$ cat src/source/vec_decode_pkg.sv
package vec_decode_pkg;

parameter int XLEN = 32;

typedef enum logic [6:0] {
    V_ARITH = 7'b1010111,
    V_LOAD  = 7'b0000111,
    V_STORE = 7'b0100111
} v_opcode_e;

typedef enum logic [2:0] {
    OPIVV = 3'b000,
    OPIVI = 3'b011,
    OPIVX = 3'b100,
    OPMVV = 3'b010,
    OPMVX = 3'b110,
    CONF  = 3'b111
} v_func3_e;

typedef enum logic [5:0] {
    VADD   = 6'b000000,
    VSUB   = 6'b000010,
    VRSUB  = 6'b000011,
    VMINU  = 6'b000100,
    VMIN   = 6'b000101,
    VMAXU  = 6'b000110,
    VMAX   = 6'b000111,
    VAND   = 6'b001001,
    VOR    = 6'b001010,
    VXOR   = 6'b001011,
    VMV    = 6'b010111,
    VMSEQ  = 6'b011000,
    VMSNE  = 6'b011001,
    VMSLTU = 6'b011010,
    VMSLT  = 6'b011011,
    VMSLEU = 6'b011100,
    VMSLE  = 6'b011101,
    VMSGTU = 6'b011110,
    VMSGT  = 6'b011111,
    VSLL   = 6'b100101,
    VSRL   = 6'b101000,
    VSRA   = 6'b101001
} v_func6_vi_e;

typedef enum logic [5:0] {
    VMULHU  = 6'b100100,
    VMUL    = 6'b100101,
    VMULHSU = 6'b100110,
    VMULH   = 6'b100111,
    VMADD   = 6'b101001,
    VNMSUB  = 6'b101011,
    VMACC   = 6'b101101,
    VNMSAC  = 6'b101111
} v_func6_mv_e;

typedef enum logic [2:0] {
    CLS_ARITH,
    CLS_CONF,
    CLS_LOAD,
    CLS_STORE,
    CLS_ILLEGAL
} inst_class_e;

typedef enum logic [2:0] {
    EX_ADD   = 3'b000,
    EX_SHIFT = 3'b001,
    EX_MUL   = 3'b011,
    EX_LOGIC = 3'b100,
    EX_CMP   = 3'b101,
    EX_MOVE  = 3'b110,
    EX_MAC   = 3'b111
} exec_unit_e;

typedef struct packed {
    logic [5:0] funct6;
    logic       vm;
    logic [4:0] vs2;
    logic [4:0] vs1;
    v_func3_e   funct3;
    logic [4:0] vd;
    v_opcode_e  opcode;
} arith_fmt_t;

typedef struct packed {
    logic [2:0] nf;
    logic       mew;
    logic [1:0] mop;    // overlaps funct6[1:0]
    logic       vm;
    logic [4:0] vs2;
    logic [4:0] rs1;
    logic [2:0] width;
    logic [4:0] vd;
    v_opcode_e  opcode;
} mem_fmt_t;

typedef union packed {
    arith_fmt_t arith;
    mem_fmt_t   mem;
} vec_inst_u;

typedef struct packed {
    inst_class_e cls;
    v_func3_e    funct3;
    logic [5:0]  funct6;
    logic [1:0]  mop;
    logic [1:0]  cfg_sel;     // inst[31:30]
    logic        rs1z_rdnz;
} fields_t;

typedef struct packed {
    exec_unit_e unit;
    logic [2:0] shift_op;
    logic [4:0] bitwise_op;
    logic [1:0] op_type;
    logic [2:0] cmp_op;
    logic [2:0] accum_op;
    logic       signed_mode;
    logic       mul_low;
    logic       mul_high;
    logic       ctrl;         // subtract
    logic       vec_reg_wr_en;
    logic       illegal;
} exec_ctrl_t;

typedef struct packed {
    logic [1:0] data_mux1_sel;
    logic       data_mux2_sel;
    logic       offset_vec_en;
    logic       eew_sel;      // sew/eew, vlmax/evlmax, emul/vlmul together
    logic       evlmax_sel;
} operand_ctrl_t;

typedef struct packed {
    logic ld_inst;
    logic st_inst;
    logic stride_sel;
    logic index_str;
    logic index_unordered;
} mem_ctrl_t;

typedef struct packed {
    logic csrwr_en;
    logic vl_sel;
    logic vtype_sel;
    logic rs1rd_de;
} cfg_ctrl_t;

typedef struct packed {
    exec_ctrl_t    exec;
    operand_ctrl_t opnd;
    mem_ctrl_t     mem;
    cfg_ctrl_t     cfg;
} dec_ctrl_t;

endpackage
$ cat src/source/vec_decoder_top.sv
`timescale 1ns/1ns

module vec_decoder_top import vec_decode_pkg::*; #(
    parameter int IN_DEPTH    = 4,
    parameter int OUT_CREDITS = 2
) (
    input  logic      clk,
    input  logic      rst,
    input  logic      inst_valid,
    input  vec_inst_u inst,
    input  logic      out_credit,
    output logic      in_credit,
    output logic      ctrl_valid,
    output dec_ctrl_t ctrl
);

logic      advance;
logic      head_valid;
vec_inst_u head;
logic      field_valid;
fields_t   fields;
logic      op_valid;
dec_ctrl_t op_ctrl;

inst_queue #(
    .IN_DEPTH(IN_DEPTH)
) u_inst_queue (
    .clk        (clk),
    .rst        (rst),
    .inst_valid (inst_valid),
    .inst       (inst),
    .advance    (advance),
    .in_credit  (in_credit),
    .head_valid (head_valid),
    .head       (head)
);

field_decode u_field_decode (
    .clk       (clk),
    .rst       (rst),
    .advance   (advance),
    .in_valid  (head_valid),
    .inst      (head),
    .out_valid (field_valid),
    .fields    (fields)
);

op_decode u_op_decode (
    .clk       (clk),
    .rst       (rst),
    .advance   (advance),
    .in_valid  (field_valid),
    .fields    (fields),
    .out_valid (op_valid),
    .ctrl      (op_ctrl)
);

credit_sender #(
    .OUT_CREDITS(OUT_CREDITS)
) u_credit_sender (
    .clk        (clk),
    .rst        (rst),
    .in_valid   (op_valid),
    .ctrl_in    (op_ctrl),
    .out_credit (out_credit),
    .advance    (advance),
    .ctrl_valid (ctrl_valid),
    .ctrl       (ctrl)
);

endmodule

$ cat src/source/credit_sender.sv
`timescale 1ns/1ns

module credit_sender import vec_decode_pkg::*; #(
    parameter int OUT_CREDITS = 2
) (
    input  logic      clk,
    input  logic      rst,
    input  logic      in_valid,
    input  dec_ctrl_t ctrl_in,
    input  logic      out_credit,
    output logic      advance,
    output logic      ctrl_valid,
    output dec_ctrl_t ctrl
);

localparam int CW = $clog2(OUT_CREDITS + 1);

logic          full;
logic [CW-1:0] credits;

assign ctrl_valid = full && (credits != '0);   // send only with a credit
assign advance    = !full || ctrl_valid;

always_ff @(posedge clk) begin
    if (rst) begin
        full    <= 1'b0;
        credits <= CW'(OUT_CREDITS);
    end else begin
        if (advance) begin
            full <= in_valid;
        end
        credits <= credits - CW'(ctrl_valid) + CW'(out_credit);
    end
end

// held while waiting for a credit
always_ff @(posedge clk) begin
    if (advance) begin
        ctrl <= ctrl_in;
    end
end

endmodule

$ cat src/source/op_decode.sv
`timescale 1ns/1ns

module op_decode import vec_decode_pkg::*; (
    input  logic      clk,
    input  logic      rst,
    input  logic      advance,
    input  logic      in_valid,
    input  fields_t   fields,
    output logic      out_valid,
    output dec_ctrl_t ctrl
);

dec_ctrl_t   nxt;
logic        legal;
logic [1:0]  form_sel;
logic        is_mvx;
v_func6_vi_e f6_vi;
v_func6_mv_e f6_mv;

assign f6_vi  = v_func6_vi_e'(fields.funct6);
assign f6_mv  = v_func6_mv_e'(fields.funct6);
assign is_mvx = (fields.funct3 == OPMVX);

// operand 1 source and op_type of logic and compare ops
always_comb begin
    case (fields.funct3)
        OPIVX, OPMVX: form_sel = 2'b01;
        OPIVI:        form_sel = 2'b10;
        default:      form_sel = 2'b00;
    endcase
end

always_comb begin
    nxt              = '0;
    nxt.cfg.rs1rd_de = 1'b1;
    legal            = 1'b0;
    case (fields.cls)
        CLS_ARITH: begin
            nxt.opnd.data_mux1_sel  = form_sel;
            nxt.exec.vec_reg_wr_en  = 1'b1;
            case (fields.funct3)
                OPIVV, OPIVX, OPIVI: begin
                    legal = 1'b1;
                    case (f6_vi)
                        VADD: nxt.exec.unit = EX_ADD;
                        VSUB, VRSUB: begin
                            nxt.exec.unit = EX_ADD;
                            nxt.exec.ctrl = 1'b1;
                            legal = (f6_vi == VSUB) ? (fields.funct3 != OPIVI)
                                                    : (fields.funct3 != OPIVV);
                        end
                        VSLL, VSRL, VSRA: begin
                            nxt.exec.unit     = EX_SHIFT;
                            nxt.exec.shift_op = (f6_vi == VSLL) ? 3'b000 :
                                                (f6_vi == VSRL) ? 3'b001 : 3'b010;
                        end
                        VAND, VOR, VXOR, VMINU, VMIN, VMAXU, VMAX: begin
                            nxt.exec.unit    = EX_LOGIC;
                            nxt.exec.op_type = form_sel;
                            case (f6_vi)
                                VAND:    nxt.exec.bitwise_op = 5'b00000;
                                VOR:     nxt.exec.bitwise_op = 5'b00001;
                                VXOR:    nxt.exec.bitwise_op = 5'b00010;
                                default: nxt.exec.bitwise_op = {2'b00, fields.funct6[2:0]};
                            endcase
                            if (fields.funct6[5:3] == 3'b000 && fields.funct3 == OPIVI) begin
                                legal = 1'b0;            // no min/max immediate form
                            end
                        end
                        VMSEQ, VMSNE, VMSLTU, VMSLT, VMSLEU, VMSLE, VMSGTU, VMSGT: begin
                            nxt.exec.unit    = EX_CMP;
                            nxt.exec.op_type = form_sel;
                            case (f6_vi)
                                VMSEQ:   nxt.exec.cmp_op = 3'b000;
                                VMSNE:   nxt.exec.cmp_op = 3'b001;
                                VMSLTU:  nxt.exec.cmp_op = 3'b010;
                                VMSLEU:  nxt.exec.cmp_op = 3'b011;
                                VMSLT:   nxt.exec.cmp_op = 3'b100;
                                VMSLE:   nxt.exec.cmp_op = 3'b101;
                                VMSGT:   nxt.exec.cmp_op = 3'b110;
                                default: nxt.exec.cmp_op = 3'b111;
                            endcase
                            if ((f6_vi == VMSGTU || f6_vi == VMSGT) && fields.funct3 == OPIVV) begin
                                legal = 1'b0;
                            end
                            if ((f6_vi == VMSLTU || f6_vi == VMSLT) && fields.funct3 == OPIVI) begin
                                legal = 1'b0;
                            end
                        end
                        VMV: nxt.exec.unit = EX_MOVE;
                        default: legal = 1'b0;
                    endcase
                end
                OPMVV, OPMVX: begin
                    legal                = 1'b1;
                    nxt.exec.signed_mode = 1'b1;
                    case (f6_mv)
                        VMUL, VMULH, VMULHSU, VMULHU: begin
                            nxt.exec.unit        = EX_MUL;
                            nxt.exec.mul_low     = (f6_mv == VMUL);
                            nxt.exec.mul_high    = (f6_mv != VMUL);
                            nxt.exec.signed_mode = (f6_mv != VMULHU);
                        end
                        VMACC:  nxt.exec.accum_op = {2'd0, is_mvx};
                        VNMSAC: nxt.exec.accum_op = {2'd1, is_mvx};
                        VMADD:  nxt.exec.accum_op = {2'd2, is_mvx};
                        VNMSUB: nxt.exec.accum_op = {2'd3, is_mvx};
                        default: legal = 1'b0;
                    endcase
                    if (fields.funct6[5:3] == 3'b101) begin
                        nxt.exec.unit = EX_MAC;
                        nxt.exec.ctrl = (f6_mv == VNMSAC) || (f6_mv == VNMSUB);
                    end
                end
                default: legal = 1'b0;   // float and other groups
            endcase
        end
        CLS_CONF: begin
            legal            = 1'b1;
            nxt.cfg.csrwr_en = 1'b1;
            if (!fields.cfg_sel[1]) begin           // vsetvli
                nxt.cfg.vtype_sel = 1'b1;
                nxt.cfg.rs1rd_de  = !fields.rs1z_rdnz;
            end else if (fields.cfg_sel[0]) begin   // vsetivli
                nxt.cfg.vl_sel    = 1'b1;
                nxt.cfg.vtype_sel = 1'b1;
            end else begin                          // vsetvl
                nxt.cfg.rs1rd_de  = !fields.rs1z_rdnz;
            end
        end
        CLS_LOAD, CLS_STORE: begin
            legal                  = 1'b1;
            nxt.mem.ld_inst        = (fields.cls == CLS_LOAD);
            nxt.mem.st_inst        = (fields.cls == CLS_STORE);
            nxt.exec.vec_reg_wr_en = 1'b1;
            nxt.opnd.data_mux1_sel = 2'b01;         // scalar base
            nxt.opnd.evlmax_sel    = 1'b1;
            case (fields.mop)
                2'b00: begin                        // unit stride
                    nxt.mem.stride_sel     = 1'b1;
                    nxt.opnd.data_mux2_sel = 1'b1;
                    nxt.opnd.eew_sel       = 1'b1;
                end
                2'b10: begin                        // constant stride
                    nxt.opnd.data_mux2_sel = 1'b1;
                    nxt.opnd.eew_sel       = 1'b1;
                end
                default: begin                      // indexed
                    nxt.mem.index_str       = 1'b1;
                    nxt.opnd.offset_vec_en  = 1'b1;
                    nxt.mem.index_unordered = (fields.mop == 2'b01);
                end
            endcase
        end
        default: legal = 1'b0;
    endcase
    if (!legal) begin
        nxt              = '0;
        nxt.exec.illegal = 1'b1;
    end
end

always_ff @(posedge clk) begin
    if (rst) begin
        out_valid <= 1'b0;
    end else if (advance) begin
        out_valid <= in_valid;
    end
end

always_ff @(posedge clk) begin
    if (advance) begin
        ctrl <= nxt;
    end
end

endmodule

$ cat src/source/field_decode.sv
`timescale 1ns/1ns

module field_decode import vec_decode_pkg::*; (
    input  logic      clk,
    input  logic      rst,
    input  logic      advance,
    input  logic      in_valid,
    input  vec_inst_u inst,
    output logic      out_valid,
    output fields_t   fields
);

fields_t nxt;

always_comb begin
    nxt.funct3  = inst.arith.funct3;
    nxt.funct6  = inst.arith.funct6;
    nxt.mop     = inst.mem.mop;               // memory view of the same word
    nxt.cfg_sel = inst.arith.funct6[5:4];

    // rs1 = x0 with rd != x0 in vsetvli and vsetvl
    nxt.rs1z_rdnz = (inst.arith.vs1 == 5'd0) && (inst.arith.vd != 5'd0);

    case (inst.arith.opcode)
        V_ARITH: begin
            if (inst.arith.funct3 == CONF) begin
                nxt.cls = CLS_CONF;
            end else begin
                nxt.cls = CLS_ARITH;
            end
        end
        V_LOAD: begin
            nxt.cls = CLS_LOAD;
        end
        V_STORE: begin
            nxt.cls = CLS_STORE;
        end
        default: begin
            nxt.cls = CLS_ILLEGAL;
        end
    endcase
end

always_ff @(posedge clk) begin
    if (rst) begin
        out_valid <= 1'b0;
    end else if (advance) begin
        out_valid <= in_valid;
    end
end

always_ff @(posedge clk) begin
    if (advance) begin
        fields <= nxt;
    end
end

endmodule

$ cat src/source/inst_queue.sv
`timescale 1ns/1ns

module inst_queue import vec_decode_pkg::*; #(
    parameter int IN_DEPTH = 4
) (
    input  logic      clk,
    input  logic      rst,
    input  logic      inst_valid,
    input  vec_inst_u inst,
    input  logic      advance,
    output logic      in_credit,
    output logic      head_valid,
    output vec_inst_u head
);

localparam int PW = (IN_DEPTH > 1) ? $clog2(IN_DEPTH) : 1;
localparam int CW = $clog2(IN_DEPTH + 1);

logic [XLEN-1:0] slots [IN_DEPTH];
logic [PW-1:0]   wr_ptr;
logic [PW-1:0]   rd_ptr;
logic [CW-1:0]   count;
logic            pop;

// wraps at IN_DEPTH for depths that are not powers of two
function automatic logic [PW-1:0] ptr_inc(input logic [PW-1:0] p);
    return (p == PW'(IN_DEPTH - 1)) ? '0 : p + 1'b1;
endfunction

assign head_valid = (count != '0);
assign head       = slots[rd_ptr];
assign pop        = advance && head_valid;

always_ff @(posedge clk) begin
    if (rst) begin
        wr_ptr    <= '0;
        rd_ptr    <= '0;
        count     <= '0;
        in_credit <= 1'b0;
    end else begin
        if (inst_valid) begin
            wr_ptr <= ptr_inc(wr_ptr);   // sender holds a credit
        end
        if (pop) begin
            rd_ptr <= ptr_inc(rd_ptr);
        end
        count     <= count + CW'(inst_valid) - CW'(pop);
        in_credit <= pop;                // one credit back per pop
    end
end

always_ff @(posedge clk) begin
    if (inst_valid) begin
        slots[wr_ptr] <= inst;
    end
end

endmodule

$ cat config.mk
export PLATFORM = sky130hd
export DESIGN_NAME = vec_decoder_top
export DESIGN_NICKNAME = d
export VERILOG_FILES = /design/src/source/vec_decode_pkg.sv /design/src/source/vec_decoder_top.sv /design/src/source/credit_sender.sv /design/src/source/op_decode.sv /design/src/source/field_decode.sv /design/src/source/inst_queue.sv
export SDC_FILE = /design/constraint.sdc
export NUM_CORES = 1
export LEC_CHECK = 0
export BUFFER_PORTS_ARGS = -buffer_cell sky130_fd_sc_hd__buf_4
export CELL_PAD_IN_SITES_DETAIL_PLACEMENT = 1
export CELL_PAD_IN_SITES_GLOBAL_PLACEMENT = 1
export CORE_MARGIN = 2
export CORE_UTILIZATION = 42
export CTS_CLUSTER_SIZE = 25
export DETAILED_ROUTE_END_ITERATION = 7
export GPL_TIMING_DRIVEN = 0
export PLACE_DENSITY = 0.71
export SYNTH_ARGS = -nofsm -noshare
export SYNTH_HDL_FRONTEND = slang
export SYNTH_SLANG_ARGS = --single-unit
$ cat constraint.sdc
create_clock -name clk -period 4.2 [get_ports clk]
set_clock_uncertainty 0.2 [all_clocks]
set_input_delay 1.05 -clock clk [delete_from_list [all_inputs] [get_ports clk]]
set_output_delay 1.05 -clock clk [all_outputs]
set_load 0.03 [all_outputs]
-- Yosys cells after proc, flatten, opt, wreduce, memory -nomap -nowiden
Memories as Yosys holds them, arrays and structs flattened. A register that Yosys moved wholly into a read port is not among the register bits.
Index checks and enable logic that the tools add are counted.
W data, S select, Z words.
- reductions and logical operators: 48
- muxes and demuxes: 42
- $add $sub $neg: 6
- divide/modulo/power cells: 0
- shift-type cells: 0
- multipliers: 0
- equal/unequal tests: 46
- bitwise gates (word level): 5
- $lt $le $gt $ge: 0
- operators with widths (kind ; count):
    $eq A6 B5 Y1 const B ; 9
    $eq A6 B6 Y1 const B ; 9
    $eq A6 B3 Y1 const B ; 4
    $pmux W3 S4 ; 2
    $pmux W3 S7 ; 1
    $eq A6 B4 Y1 const B ; 3
    $mux W2 ; 9
    $pmux W3 S3 ; 2
    $mux W1 ; 16
    $mux W16 ; 1
    $reduce_and A4 Y1 ; 4
    $reduce_or A8 Y1 ; 2
    $reduce_or A15 Y1 ; 1
    $eq A3 B2 Y1 const B ; 4
    $eq A3 B3 Y1 const B ; 4
    $eq A6 B2 Y1 const B ; 2
    $ne A6 B6 Y1 const B ; 2
    $reduce_or A3 Y1 ; 4
    $reduce_or A2 Y1 ; 5
    $reduce_or A5 Y1 ; 2
    $logic_not A3 Y1 ; 3
    $mux W9 ; 1
    $pmux W2 S2 ; 2
    $reduce_or A4 Y1 ; 2
    30 further kinds ; 53
- bits in writable memories: 128
- latch bits: 0
- memories: 1
- bits in registers: 108
- output and inout port bits: 42
- ROM bits: 0
- memories (name ; words ; width ; read ports ; clocked after Yosys merged registers in ; write ports ; line ; RTL):
    u_inst_queue.slots ; 4 ; 32 ; 1 ; 1 ; 1 ; inst_queue.sv:19 ; logic [XLEN-1:0] slots [IN_DEPTH];

-- Longest topological paths before layout
Gate-level depths: netlist of the first run.
- depth after elaboration: 10
- mapped depth: 12
- gate-level depth less buffers: 11

-- Hierarchy
A second synthesis of the first run with hierarchy kept.
- cells, all modules: 458
- area, all modules: 8878.5 um^2
- by module, submodules not included (module ; area an instance (um^2) ; sequential area each (um^2) ; instances ; cells an instance):
    inst_queue ; 5157.4 ; 4043.9 ; 1 ; 214
    op_decode ; 1834.3 ; 1071.0 ; 1 ; 158
    credit_sender ; 1360.1 ; 1261.2 ; 1 ; 54
    field_decode ; 526.8 ; 410.4 ; 1 ; 32

-- Worst setup path after synthesis of the first run
Ideal clock, no wire load.
- kind: register -> register
- from: reg u_credit_sender.credits[1]
- to: reg, netlist name u_credit_sender.ctrl[0]
- arrival: 2.296 ns
- slack: 1.267 ns
- required time: 3.563 ns
- stages on the path, launching flop included: 5
- cells stage by stage: dfxtp_1 -> nor2_1 -> and2_1 -> clkbuf_1 -> inv_1
- cells in the longest elaborated chain, start to end: 3
- RTL lines (what ; line ; RTL):
    start: declaration ; credit_sender.sv:19 ; logic [CW-1:0] credits;
    start signal: assignment ; credit_sender.sv:27 ; credits <= CW'(OUT_CREDITS);
    start signal: assignment ; credit_sender.sv:32 ; credits <= credits - CW'(ctrl_valid) + CW'(out_credit);
    $reduce_bool A2 Y1 ; credit_sender.sv:21 ; assign ctrl_valid = full && (credits != '0);
    $logic_and A1 B1 Y1 ; credit_sender.sv:21 ;
    $logic_or A1 B1 Y1 ; credit_sender.sv:22 ; assign advance = !full || ctrl_valid;
    net advance ; vec_decoder_top.sv:17 ; logic advance;
The timed path passes the listed nets, and every way through them passes these cells.
A chain may end at the register's enable or synchronous reset.

-- Worst setup path in the final report of the first run
- from: reg u_credit_sender.credits[1]
- to: reg u_inst_queue.count[2]
- cells in the longest elaborated chain, start to end: 5
- RTL lines (what ; line ; RTL):
    $reduce_bool A2 Y1 ; credit_sender.sv:21 ;
    $logic_and A1 B1 Y1 ; credit_sender.sv:21 ;
    $logic_or A1 B1 Y1 ; credit_sender.sv:22 ;
    $logic_and A1 B1 Y1 ; inst_queue.sv:32 ; assign pop = advance && head_valid;
    net u_inst_queue.pop ; inst_queue.sv:23 ; logic pop;
    $sub A3 B1 Y3 ; inst_queue.sv:47 ; count <= count + CW'(inst_valid) - CW'(pop);
    end signal: assignment ; inst_queue.sv:47 ;
    end: declaration ; inst_queue.sv:22 ; logic [CW-1:0] count;
The timed path passes the listed nets, and every way through them passes these cells.

==> flow_summary_export.csv, run 1 <==
group,metric,value,unit
final_layout,flow.area_growth_from_synthesis,19.4,%
pwr,worst_vdd_drop,309,uV
detailed_routing,antenna_violating_nets_post_route,0,
global_routing,gr-usage-met2,25.9,%
critical_path,worst-endpoint-arrival,2.88,ns
logic_synthesis,synth.ff_latch_count,202,
detailed_routing,drt_wl_total,13800,um
critical_path,worstPathMaxFanout,6,
logic_synthesis,synth_edf_count,187,
critical_path,number_of_buffer_and_inverter_stages_on_the_critical_path,3,
clock_network,cts_sinks,202,
global_routing,grt_use_met1,17.3,%
logic_synthesis,synth.top_cells.by_area,"sky130_fd_sc_hd__edfxtp_1 (74%), sky130_fd_sc_hd__dfxtp_1 (3.9%), sky130_fd_sc_hd__mux4_2 (3.6%)",
die,die_width,139,um
final_layout,antenna_cells_inserted,0,
sta,grt_setup_unrepaired,"no",
final_layout,final_layout_size_suffix_gt1_share,24.2,%
logic_synthesis,synth_area,7600,um^2
sta,timing.fmax,0.369,GHz
clock_network,postCtsResizedCells,0,
clock_network,cts_root_buf,"sky130_fd_sc_hd__clkbuf_16",
sta,hold_violations,0,
detailed_routing,viasPerCell,5.14,
min_path,hold_path_class,"reg -> reg",
logic_synthesis,synth_sequential_area_ratio,77.8,%
sta,finalCriticalPeriod,2.71,ns
final_layout,final_net_count,584,
global_routing,grt_most_used_layer,"met2",
logic_synthesis,synth_area_leader_cell,"sky130_fd_sc_hd__edfxtp_1",
critical_path,crit_path_top_cell_by_count,"sky130_fd_sc_hd__nor2_1",
logic_synthesis,yosys.area_share.adder,1.74,%
critical_path,critical-path-slowest-cell,"sky130_fd_sc_hd__fa_1",
job,max_cap_violations,0,
critical_path,cp_data_required_time,4.37,ns
die,fp.dieH,139,um
critical_path,critical_path_class,"reg -> reg",
sta,fin_worst_hold_slack,0.218,ns
die,dieArea,19200,um^2
logic_synthesis,post_synth_and_or_nand_nor_area_fraction,9.35,%
critical_path,crit_path_cell_trace,"nor2_1 -> and2_1 -> clkbuf_1 -> nor2_1 -> ha_1 -> inv_1 -> ha_1 -> inv_1 -> fa_1 -> xor2_1 -> xnor2_1 -> nor2_1",
sta,maxSlewViolCount,0,
logic_synthesis,synth_compound_gate_area_share,4.34,%
detailed_routing,detail_route.first_pass.iterations,4,
die,core_area,17800,um^2
logic_synthesis,synth_mux_area_share,4.08,%
detailed_routing,detail_route.iter0.violations,180,
clock_network,tritoncts,"built",
detailed_routing,detailroute.via_count,4002,
logic_synthesis,asyncSetResetFlopFracSynth,0,%
status,result_of_the_run,"complete, no violations",
critical_path,critical_path.max_stage_delay,0.37,ns
sta,totalNegativeSetupSlack,0,ns
die,boundaryPins,78,
global_routing,first_global_vias,4260,
pwr,power-per-cell-area,594,nW/um^2
final_layout,layout.cells.non_filler,778,
placed_design,place.gp.congestion,0.846,
placed_design,numPortBuffers,68,
sta,timing.slew.headroom,14.2,%
die,num_rows,49,
final_layout,commonest_non_fill_non_tap_cells_in_the_layout,"sky130_fd_sc_hd__edfxtp_1 (187), sky130_fd_sc_hd__buf_4 (75), sky130_fd_sc_hd__nor2_1 (35), sky130_fd_sc_hd__nor3_1 (22), sky130_fd_sc_hd__clkbuf_16 (21)",
clock_network,cts_hold_repair.buffers,0,
clock_network,clk_latency,0.50,ns
final_layout,mostFrequentLayoutCell,"sky130_fd_sc_hd__edfxtp_1",
logic_synthesis,main_combinational_cell_family_by_area_after_synthesis,"simple AND/OR/NAND/NOR gates",
detailed_routing,average_wire_per_cell_in_the_routed_design,17.8,um
placed_design,place_inst,743,
logic_synthesis,post_synth_xor_area_fraction,0.461,%
global_routing,track_usage,14.4,%
global_routing,grt_antenna_before_repair,0,
detailed_routing,drt_drc_violations_left,0,
logic_synthesis,synth-main-ff-cell,"sky130_fd_sc_hd__edfxtp_1",
sta,timing.final.setup_violations,0,
global_routing,largest_net_degree_at_the_start_of_global_routing,84,
clock_network,cts-root-to-sink-buffers,3,
logic_synthesis,ys_types,52,
global_routing,globalRoute.totalOverflow,0,
clock_network,post-cts-setup-buffers,0,
critical_path,timing.critical_path.max_delay_family,"adder cells",
logic_synthesis,netlist.area_leader.share,73.8,%
pwr,p_total,5.39,mW
sta,finalCritPeriodShare,64.5,%
placed_design,place_hpwl,9240,um
critical_path,critical_path.startpoint_type,"flip-flop",
clock_network,cts-htree-levels,1,
logic_synthesis,synthesis.yosys.warnings,0,
logic_synthesis,synthesis.instances,443,
die,initial_utilization,42.6,%
critical_path,worst-r2r-setup-slack,1.49,ns
clock_network,cts.reportedPaths.clkPinSlew,0.06,ns
logic_synthesis,syn_area_per_cell,17.2,um^2
clock_network,cts_inserted_buffers,21,
sta,worst-slew-pin-transition,1.29,ns
pwr,total_leakage_power,3.37,nW
global_routing,grt_first_pass_wirelength,22100,um
global_routing,globalRouteMet3Util,3.38,%
critical_path,endpoint_kind,"flip-flop",
[final timing paths]
path / end / from / cells past startpoint
setup / recovery: u_inst_queue.count[2] / u_credit_sender.credits[1] / 12
setup reg to reg: u_inst_queue.count[2] / u_credit_sender.credits[1] / 12
hold reg to reg: u_credit_sender.ctrl[5] / u_op_decode.ctrl[11] / 0
hold / removal: u_credit_sender.ctrl[5] / u_op_decode.ctrl[11] / 0
[logic make-up (layout without fill, tap and decap cells)]
kind of cell | after synthesis | count (layout)
DFF | 202 | 202
adders and majority gates | 10 | 10
muxes | 16 | 16
and+or+nand+nor | 128 | 128
xor gates and xnor gates | 4 | 4
buffers and inverters | 35 | 139
AOI/OAI and AO/OA | 47 | 47
other | 1 | 3
[sequential cells by signal, summed over array words and instances, names as in the netlist, named ones only]
register and flops:
u_credit_sender.credits 2, u_credit_sender.ctrl 35, u_credit_sender.full 1, u_field_decode.fields 13, u_field_decode.out_valid 1, u_inst_queue.count 3
u_inst_queue.in_credit 1, u_inst_queue.rd_ptr 2, u_inst_queue.slots 104, u_inst_queue.wr_ptr 2, u_op_decode.ctrl 35, u_op_decode.out_valid 1
[metrics by stage]
stage	utilization (%)	cell area (um^2)	worst slack, ns
2_1_floorplan	-	7610	1.27
3_3_place_gp	47.1	8410	0.709
3_5_place_dp	47.3	8440	1.32
4_1_cts	50.7	9050	1.48
5_1_grt	50.9	9080	1.28
6_report	50.9	9080	1.49
[worst register-to-register path: stages, from the launching register on]
cell and delay [ns]:
sky130_fd_sc_hd__dfxtp_1 0.34, sky130_fd_sc_hd__nor2_1 0.07, sky130_fd_sc_hd__and2_1 0.15, sky130_fd_sc_hd__clkbuf_1 0.18, sky130_fd_sc_hd__nor2_1 0.34, sky130_fd_sc_hd__ha_1 0.30, sky130_fd_sc_hd__inv_1 0.07, sky130_fd_sc_hd__ha_1 0.14
sky130_fd_sc_hd__inv_1 0.05, sky130_fd_sc_hd__fa_1 0.37, sky130_fd_sc_hd__xor2_1 0.19, sky130_fd_sc_hd__xnor2_1 0.15, sky130_fd_sc_hd__nor2_1 0.06
[where the power goes]
| group | switching (mW) | internal, mW |
|---|---|---|
| sequential | 0.0928 | 2.41 |
| combinational | 0.744 | 0.471 |
| clock | 0.696 | 0.970 |
[Yosys cell counts, types with 2 or more instances]
cell type	instances
sky130_fd_sc_hd__nor2b_1	7
sky130_fd_sc_hd__inv_1	11
sky130_fd_sc_hd__edfxtp_1	187
sky130_fd_sc_hd__nand2b_1	5
sky130_fd_sc_hd__and2_1	9
sky130_fd_sc_hd__or4b_2	3
sky130_fd_sc_hd__o31ai_1	2
sky130_fd_sc_hd__xor2_1	2
sky130_fd_sc_hd__a31oi_1	3
sky130_fd_sc_hd__and4_1	2
sky130_fd_sc_hd__nand3b_1	4
sky130_fd_sc_hd__dfxtp_1	15
sky130_fd_sc_hd__nand2_1	15
sky130_fd_sc_hd__nor3b_1	2
sky130_fd_sc_hd__and4b_1	2
sky130_fd_sc_hd__nor3b_2	2
sky130_fd_sc_hd__nor3_1	22
sky130_fd_sc_hd__nor4_1	5
sky130_fd_sc_hd__buf_1	2
sky130_fd_sc_hd__or4_1	5
sky130_fd_sc_hd__o211ai_1	2
sky130_fd_sc_hd__mux4_2	12
sky130_fd_sc_hd__clkbuf_1	8
sky130_fd_sc_hd__a211oi_1	2
sky130_fd_sc_hd__o21a_1	4
sky130_fd_sc_hd__buf_4	7
sky130_fd_sc_hd__xnor2_1	2
sky130_fd_sc_hd__nor2_1	35
sky130_fd_sc_hd__a21oi_1	14
sky130_fd_sc_hd__o21ai_0	9
sky130_fd_sc_hd__o21bai_1	2
sky130_fd_sc_hd__nand4_1	3
sky130_fd_sc_hd__ha_1	9
sky130_fd_sc_hd__buf_2	7
sky130_fd_sc_hd__mux2i_1	4
sky130_fd_sc_hd__or3_1	2
[per-layer routing]
layer  up-vias  part of all wire, %
met1      1989                   41
met5         -                    0
met4         0                  2.6
met2       101                   52
li1       1883                    -
met3        29                  5.2
[layout make-up]
type / instances / area, um^2
Clock buffer: 25 / 541
Inverter: 11 / 43.8
Clock inverter: 9 / 67.6
Multi-Input combinational cell: 208 / 1530
Timing Repair Buffer: 70 / 566
Tap cell: 229 / 287
Sequential cell: 202 / 5920
Buffer: 24 / 125
Fill cell: 1699 / 8760
(Power assumes the default switching activity.)
==> run 2: changes to the inputs <==
==> constraint.sdc (replaced) <==
create_clock -name clk -period 2.62 [get_ports clk]
set_clock_uncertainty 0.2 [all_clocks]
set_input_delay 0.655 -clock clk [delete_from_list [all_inputs] [get_ports clk]]
set_output_delay 0.655 -clock clk [all_outputs]
set_load 0.03 [all_outputs]
==> flow_summary_export.csv, run 2 (same netlist as run 1, synthesis figures left out) <==
group,metric,value,unit
final_layout,regMostFlops,"u_inst_queue.slots",
sta,finalCriticalPeriod,2.52,ns
critical_path,critPathLaunch,"u_credit_sender.credits[1]",
job,max_cap_violations,0,
pwr,total_leakage_power,3.41,nW
critical_path,worst-r2r-setup-slack,0.10,ns
clock_network,cts_sinks,202,
critical_path,worstPathMaxFanout,6,
min_path,hold_path_class,"in -> reg",
die,boundaryPins,78,
final_layout,mostFrequentLayoutCell,"sky130_fd_sc_hd__edfxtp_1",
sta,hold_violations,0,
final_layout,final_net_count,589,
detailed_routing,detailroute.via_count,3958,
final_layout,largest_registers,"u_inst_queue.slots (104), u_credit_sender.ctrl (35), u_op_decode.ctrl (35)",
sta,timing.slew.headroom,15.5,%
die,dieArea,19200,um^2
clock_network,cts.reportedPaths.clkPinSlew,0.06,ns
sta,final_worst_setup_slack,0.102,ns
die,die_width,139,um
sta,worst-slew-pin-transition,1.27,ns
global_routing,grt_antenna_before_repair,0,
final_layout,antenna_cells_inserted,0,
min_path,worst_hold_path_endpoint,"u_inst_queue.count[0]",
sta,timing.fmax,0.397,GHz
final_layout,flip_flop_count_of_the_largest_register_after_layout,104,
die,core_area,17800,um^2
die,initial_utilization,42.6,%
critical_path,critical_path.startpoint_type,"flip-flop",
critical_path,timing.critical_path.max_delay_family,"adder cells",
global_routing,track_usage,14.6,%
detailed_routing,antenna_violating_nets_post_route,0,
global_routing,first_global_vias,4331,
sta,totalNegativeSetupSlack,0,ns
critical_path,cp_data_required_time,2.78,ns
sta,finalCritPeriodShare,96.1,%
detailed_routing,drt_wl_total,13600,um
min_path,min_delay_path_depth,2,
sta,maxSlewViolCount,0,
clock_network,cts_root_buf,"sky130_fd_sc_hd__clkbuf_16",
detailed_routing,drt_drc_violations_left,0,
critical_path,critical-path-slowest-cell,"sky130_fd_sc_hd__fa_1",
sta,timing.final.setup_violations,0,
final_layout,flow.area_growth_from_synthesis,20.7,%
critical_path,critical_path_class,"reg -> reg",
critical_path,number_of_buffer_and_inverter_stages_on_the_critical_path,3,
critical_path,crit-reg2reg-capture,"u_inst_queue.count[2]",
status,result_of_the_run,"complete, no violations",
final_layout,final_layout_size_suffix_gt1_share,26.0,%
detailed_routing,average_wire_per_cell_in_the_routed_design,17.3,um
clock_network,cts-root-to-sink-buffers,3,
global_routing,largest_net_degree_at_the_start_of_global_routing,33,
die,fp.dieH,139,um
clock_network,tritoncts,"built",
critical_path,crit_path_cell_trace,"nor2_2 -> and2_1 -> clkbuf_4 -> nor2_4 -> ha_1 -> inv_1 -> ha_1 -> inv_1 -> fa_1 -> xor2_1 -> xnor2_1 -> nor2_1",
detailed_routing,detail_route.iter0.violations,199,
min_path,hold_path_startpoint,"rst",
clock_network,clk_latency,0.50,ns
detailed_routing,viasPerCell,5.04,
final_layout,share_of_the_core_filled_with_cells,51.5,%
placed_design,place_hpwl,9190,um
critical_path,timing.critical_path.depth,12,
sta,grt_setup_unrepaired,"no",
global_routing,globalRoute.totalOverflow,0,
clock_network,cts_inserted_buffers,21,
pwr,power-per-cell-area,958,nW/um^2
critical_path,worst-endpoint-arrival,2.68,ns
critical_path,r2r-start,"u_credit_sender.credits[1]",
placed_design,place.gp.congestion,0.836,
global_routing,grt_first_pass_wirelength,22400,um
critical_path,r2r_cells,12,
placed_design,numPortBuffers,68,
critical_path,critical_path.max_stage_delay,0.38,ns
final_layout,commonest_non_fill_non_tap_cells_in_the_layout,"sky130_fd_sc_hd__edfxtp_1 (187), sky130_fd_sc_hd__buf_4 (78), sky130_fd_sc_hd__nor2_1 (32), sky130_fd_sc_hd__nor3_1 (22), sky130_fd_sc_hd__clkbuf_16 (21)",
pwr,worst_vdd_drop,581,uV
detailed_routing,detail_route.first_pass.iterations,4,
placed_design,dp_slack,-0.0774,ns
critical_path,endpoint_kind,"flip-flop",
clock_network,cts-htree-levels,1,
die,num_rows,49,
run 2: layout make-up:
type / instances / area (um^2)
fillers: 1672 / 8660
inverters: 11 / 45.0
repair buffers: 75 / 628
multi-input cells: 208 / 1550
clock inverters: 12 / 81.3
clock buffers: 25 / 541
well taps: 229 / 287
plain buffers: 24 / 130
flip-flops and latches: 202 / 5920
run 2: worst reg2reg max path, cell delays in order, from the launching register on:
cell and delay, ns:
sky130_fd_sc_hd__dfxtp_1 0.36, sky130_fd_sc_hd__nor2_2 0.06, sky130_fd_sc_hd__and2_1 0.15, sky130_fd_sc_hd__clkbuf_4 0.17
sky130_fd_sc_hd__nor2_4 0.17, sky130_fd_sc_hd__ha_1 0.25, sky130_fd_sc_hd__inv_1 0.06, sky130_fd_sc_hd__ha_1 0.14
sky130_fd_sc_hd__inv_1 0.05, sky130_fd_sc_hd__fa_1 0.38, sky130_fd_sc_hd__xor2_1 0.18, sky130_fd_sc_hd__xnor2_1 0.16
sky130_fd_sc_hd__nor2_1 0.06
run 2: timing repair:
item,4_1_cts,5_1_grt
setup endpoints to repair,12,6
hold buffers,0,0
pin swaps,1,0
buffers inserted,3,0
gates resized for setup,2,9
run 2: per-stage QoR:
stage               total power, mW  hold WS [ns]  area, um^2  instances
floorplan                      5.46         0.200        7620        445
global placement               5.94         0.205        8410        742
detailed placement             6.04         0.208        8450        744
CTS                            8.86         0.132        9110        784
global route                   9.23         0.145        9180        786
finish                         8.79         0.154        9180        786
run 2: metal layers:
metal	GRT usage [%]	routed length, um	vias to the layer above
met3	3.80	730	26
met2	25.8	6990	87
met5	0	0	-
li1	-	-	1900
met1	17.4	5590	1945
met4	4.89	313	0
run 2: worst max-delay path by stage:
| stage | to | slack (ns) |
|---|---|---|
| final | u_inst_queue.count[2] | 0.10 |
| after global routing | u_inst_queue.count[2] | 0.004 |
| after CTS | u_inst_queue.count[2] | 0.05 |
| after detailed placement | u_inst_queue.count[2] | -0.08 |
| after global placement | u_credit_sender.ctrl[2] | -0.35 |
| after floorplan | u_credit_sender.ctrl[0] | 0.11 |
run 2: power breakdown:
group,total [mW],internal (mW),switching [mW],leakage (nW)
combinational,2.07,0.842,1.23,1.04
clock,2.70,1.56,1.13,0.299
sequential,4.02,3.87,0.152,2.07
==> run 3: changes to the inputs <==
--- a/config.mk
+++ b/config.mk
@@ -13,7 +13,8 @@
 export CTS_CLUSTER_SIZE = 25
 export DETAILED_ROUTE_END_ITERATION = 7
 export GPL_TIMING_DRIVEN = 0
-export PLACE_DENSITY = 0.71
+export PLACE_DENSITY = 0.7
 export SYNTH_ARGS = -nofsm -noshare
 export SYNTH_HDL_FRONTEND = slang
+export SYNTH_HIERARCHICAL = 1
 export SYNTH_SLANG_ARGS = --single-unit
==> flow_summary_export.csv, run 3 <==
group,metric,value,unit
pwr,power.clock.fraction,29.6,%
pwr,power_report.internal_total,6.50,mW
critical_path,r2r_cells,7,
die,dieArea,20200,um^2
critical_path,crit-reg2reg-capture,"u_op_decode/ctrl[30]",
clock_network,cts_inserted_buffers,21,
global_routing,first_global_vias,4290,
detailed_routing,detail_route.iter0.violations,195,
critical_path,timing.critical_path.max_delay_family,"compound AO/OA/AOI/OAI gates",
detailed_routing,detailroute.via_count,4122,
status,result_of_the_run,"complete, no violations",
detailed_routing,average_wire_per_cell_in_the_routed_design,18.9,um
final_layout,regMostFlops,"u_inst_queue/slots",
pwr,p_total,9.07,mW
global_routing,grt_first_pass_wirelength,23500,um
final_layout,final_layout_size_suffix_gt1_share,33.2,%
clock_network,cts.reportedPaths.clkPinSlew,0.06,ns
die,num_rows,50,
clock_network,clk_latency,0.49,ns
pwr,total_leakage_power,3.59,nW
critical_path,critical_path.max_stage_delay,0.42,ns
detailed_routing,viasPerCell,5.22,
sta,timing.slew.headroom,19.0,%
sta,timing.fmax,0.389,GHz
logic_synthesis,synthesis.instances,428,
die,boundaryPins,78,
clock_network,tritoncts,"built",
critical_path,worst-endpoint-arrival,2.67,ns
detailed_routing,drt_wl_total,14900,um
die,fp.dieH,142,um
critical_path,worstPathMaxFanout,7,
global_routing,grt_antenna_before_repair,1,
clock_network,cts_sinks,207,
sta,finalCritPeriodShare,98.1,%
placed_design,place.gp.congestion,0.882,
critical_path,timing.critical_path.depth,7,
sta,worst-slew-pin-transition,1.22,ns
detailed_routing,antenna_violating_nets_post_route,0,
critical_path,worst-r2r-setup-slack,0.05,ns
logic_synthesis,synthesis.yosys.warnings,6,
clock_network,cts-htree-levels,1,
placed_design,place_hpwl,9420,um
die,core_area,18700,um^2
placed_design,numPortBuffers,71,
sta,hold_violations,0,
critical_path,critical-path-slowest-cell,"sky130_fd_sc_hd__edfxtp_1",
final_layout,flip_flop_count_of_the_largest_register_after_layout,104,
critical_path,cp_data_required_time,2.72,ns
clock_network,cts-root-to-sink-buffers,3,
critical_path,endpoint_kind,"flip-flop",
final_layout,largest_registers,"u_inst_queue/slots (104), u_credit_sender/ctrl (40), u_op_decode/ctrl (35)",
sta,totalNegativeSetupSlack,0,ns
pwr,power.net_switching,2.57,mW
die,initial_utilization,42.9,%
critical_path,crit_path_cell_trace,"buf_6 -> and4bb_1 -> a21boi_0 -> nand3b_1 -> o211ai_4 -> buf_6 -> a2111oi_4",
global_routing,globalRoute.totalOverflow,0,
pwr,worst_vdd_drop,536,uV
die,die_width,142,um
sta,timing.final.setup_violations,0,
critical_path,critical_path.startpoint_type,"flip-flop",
sta,finalCriticalPeriod,2.57,ns
final_layout,flow.area_growth_from_synthesis,21.0,%
critical_path,critical_path_class,"reg -> reg",
clock_network,cts_root_buf,"sky130_fd_sc_hd__clkbuf_16",
sta,grt_setup_unrepaired,"yes",
detailed_routing,detail_route.first_pass.iterations,4,
global_routing,largest_net_degree_at_the_start_of_global_routing,47,
clock_network,cts_hold_repair.buffers,0,
min_path,hold_path_class,"in -> reg",
critical_path,number_of_buffer_and_inverter_stages_on_the_critical_path,2,
logic_synthesis,syn_area_per_cell,18.7,um^2
final_layout,mostFrequentLayoutCell,"sky130_fd_sc_hd__edfxtp_1",
sta,maxSlewViolCount,0,
detailed_routing,drt_drc_violations_left,0,
pwr,seq_power_share,45.8,%
critical_path,crit_path_top_cell_by_count,"sky130_fd_sc_hd__buf_6",
logic_synthesis,synth_area,8020,um^2
final_layout,commonest_non_fill_non_tap_cells_in_the_layout,"sky130_fd_sc_hd__edfxtp_1 (192), sky130_fd_sc_hd__buf_4 (87), sky130_fd_sc_hd__mux4_2 (24), sky130_fd_sc_hd__clkbuf_16 (21), sky130_fd_sc_hd__nor2_1 (21)",
critical_path,r2r-start,"u_field_decode/fields[9]",
global_routing,track_usage,14.9,%
pwr,power-per-cell-area,935,nW/um^2
critical_path,worstSetupEndpoint,"u_op_decode/ctrl[30]",
job,max_cap_violations,0,
pwr,netSwitchingFraction,28.3,%
critical_path,critPathLaunch,"u_field_decode/fields[9]",
final_layout,final_net_count,585,
final_layout,fill_cells,1737,
pwr,comb_power_share,24.6,%
run 3: cell type report:
cell class                 instances  area [um^2]  area share (%)
sequential                       207         6070            62.5
multi-input combinational        189         1810            18.7
timing repair buffer              84          662            6.82
clock buffer                      30          579            5.97
tap                              234          293            3.02
buffer                            22          196            2.02
inverter                          14         56.3           0.580
clock inverter                     8         37.5           0.387
antenna                            1         2.50          0.0258
run 3: worst register-to-register path, stage by stage, from the launching register on:
cell and delay [ns]:
sky130_fd_sc_hd__edfxtp_1 0.42, sky130_fd_sc_hd__buf_6 0.16, sky130_fd_sc_hd__and4bb_1 0.41, sky130_fd_sc_hd__a21boi_0 0.36
sky130_fd_sc_hd__nand3b_1 0.24, sky130_fd_sc_hd__o211ai_4 0.15, sky130_fd_sc_hd__buf_6 0.17, sky130_fd_sc_hd__a2111oi_4 0.28
run 3: metal layers:
| layer | global-route usage, % | share of wire (%) |
|---|---|---|
| met3 | 3.20 | 4.4 |
| met5 | 0 | 0 |
| met4 | 5.89 | 4.0 |
| met1 | 18.2 | 41 |
| met2 | 25.9 | 51 |
run 3: how the worst min path moves through the flow:
stage | from | to | slack, ns | cells past startpoint
2_1_floorplan | u_op_decode/ctrl[0] | u_credit_sender/ctrl[0] | 0.20 | 0
3_3_place_gp | u_op_decode/ctrl[30] | u_credit_sender/ctrl[30] | 0.20 | 0
3_5_place_dp | u_op_decode/ctrl[0] | u_credit_sender/ctrl[0] | 0.21 | 0
4_1_cts | rst | u_credit_sender/full | 0.15 | 2
5_1_grt | inst[19] | u_inst_queue/slots[1][19] | 0.15 | 1
6_report | rst | u_credit_sender/full | 0.16 | 2
run 3: what timing repair did:
item,CTS,global route
endpoints found under the hold margin,0,0
buffers inserted,1,11
pin swaps,3,5
setup endpoints to repair,15,18
cloned,3,0
gates resized for setup,4,17
run 3: power by group through the flow:
stage | Sequential, mW | Clock [mW] | Combinational, mW
after global placement | 4.19 | 0 | 1.98
after detailed placement | 4.21 | 0 | 2.05
after floorplan | 4.23 | 0 | 1.47
after CTS | 4.16 | 2.76 | 2.09
final | 4.16 | 2.68 | 2.23
after global routing | 4.20 | 2.90 | 2.43
run 3: through the flow:
stage / cells / utilization [%] / cell area [um^2] / hold WS [ns] / worst slack (ns)
CTS: 778 / 51.0 / 9550 / 0.147 / 0.00237
global route: 789 / 51.9 / 9700 / 0.148 / -0.0730
detailed placement: 736 / 47.5 / 8880 / 0.205 / -0.576
finish: 789 / 51.9 / 9700 / 0.161 / 0.0507
floorplan: 430 / - / 8030 / 0.200 / -0.177
global placement: 735 / 47.3 / 8860 / 0.204 / -0.475
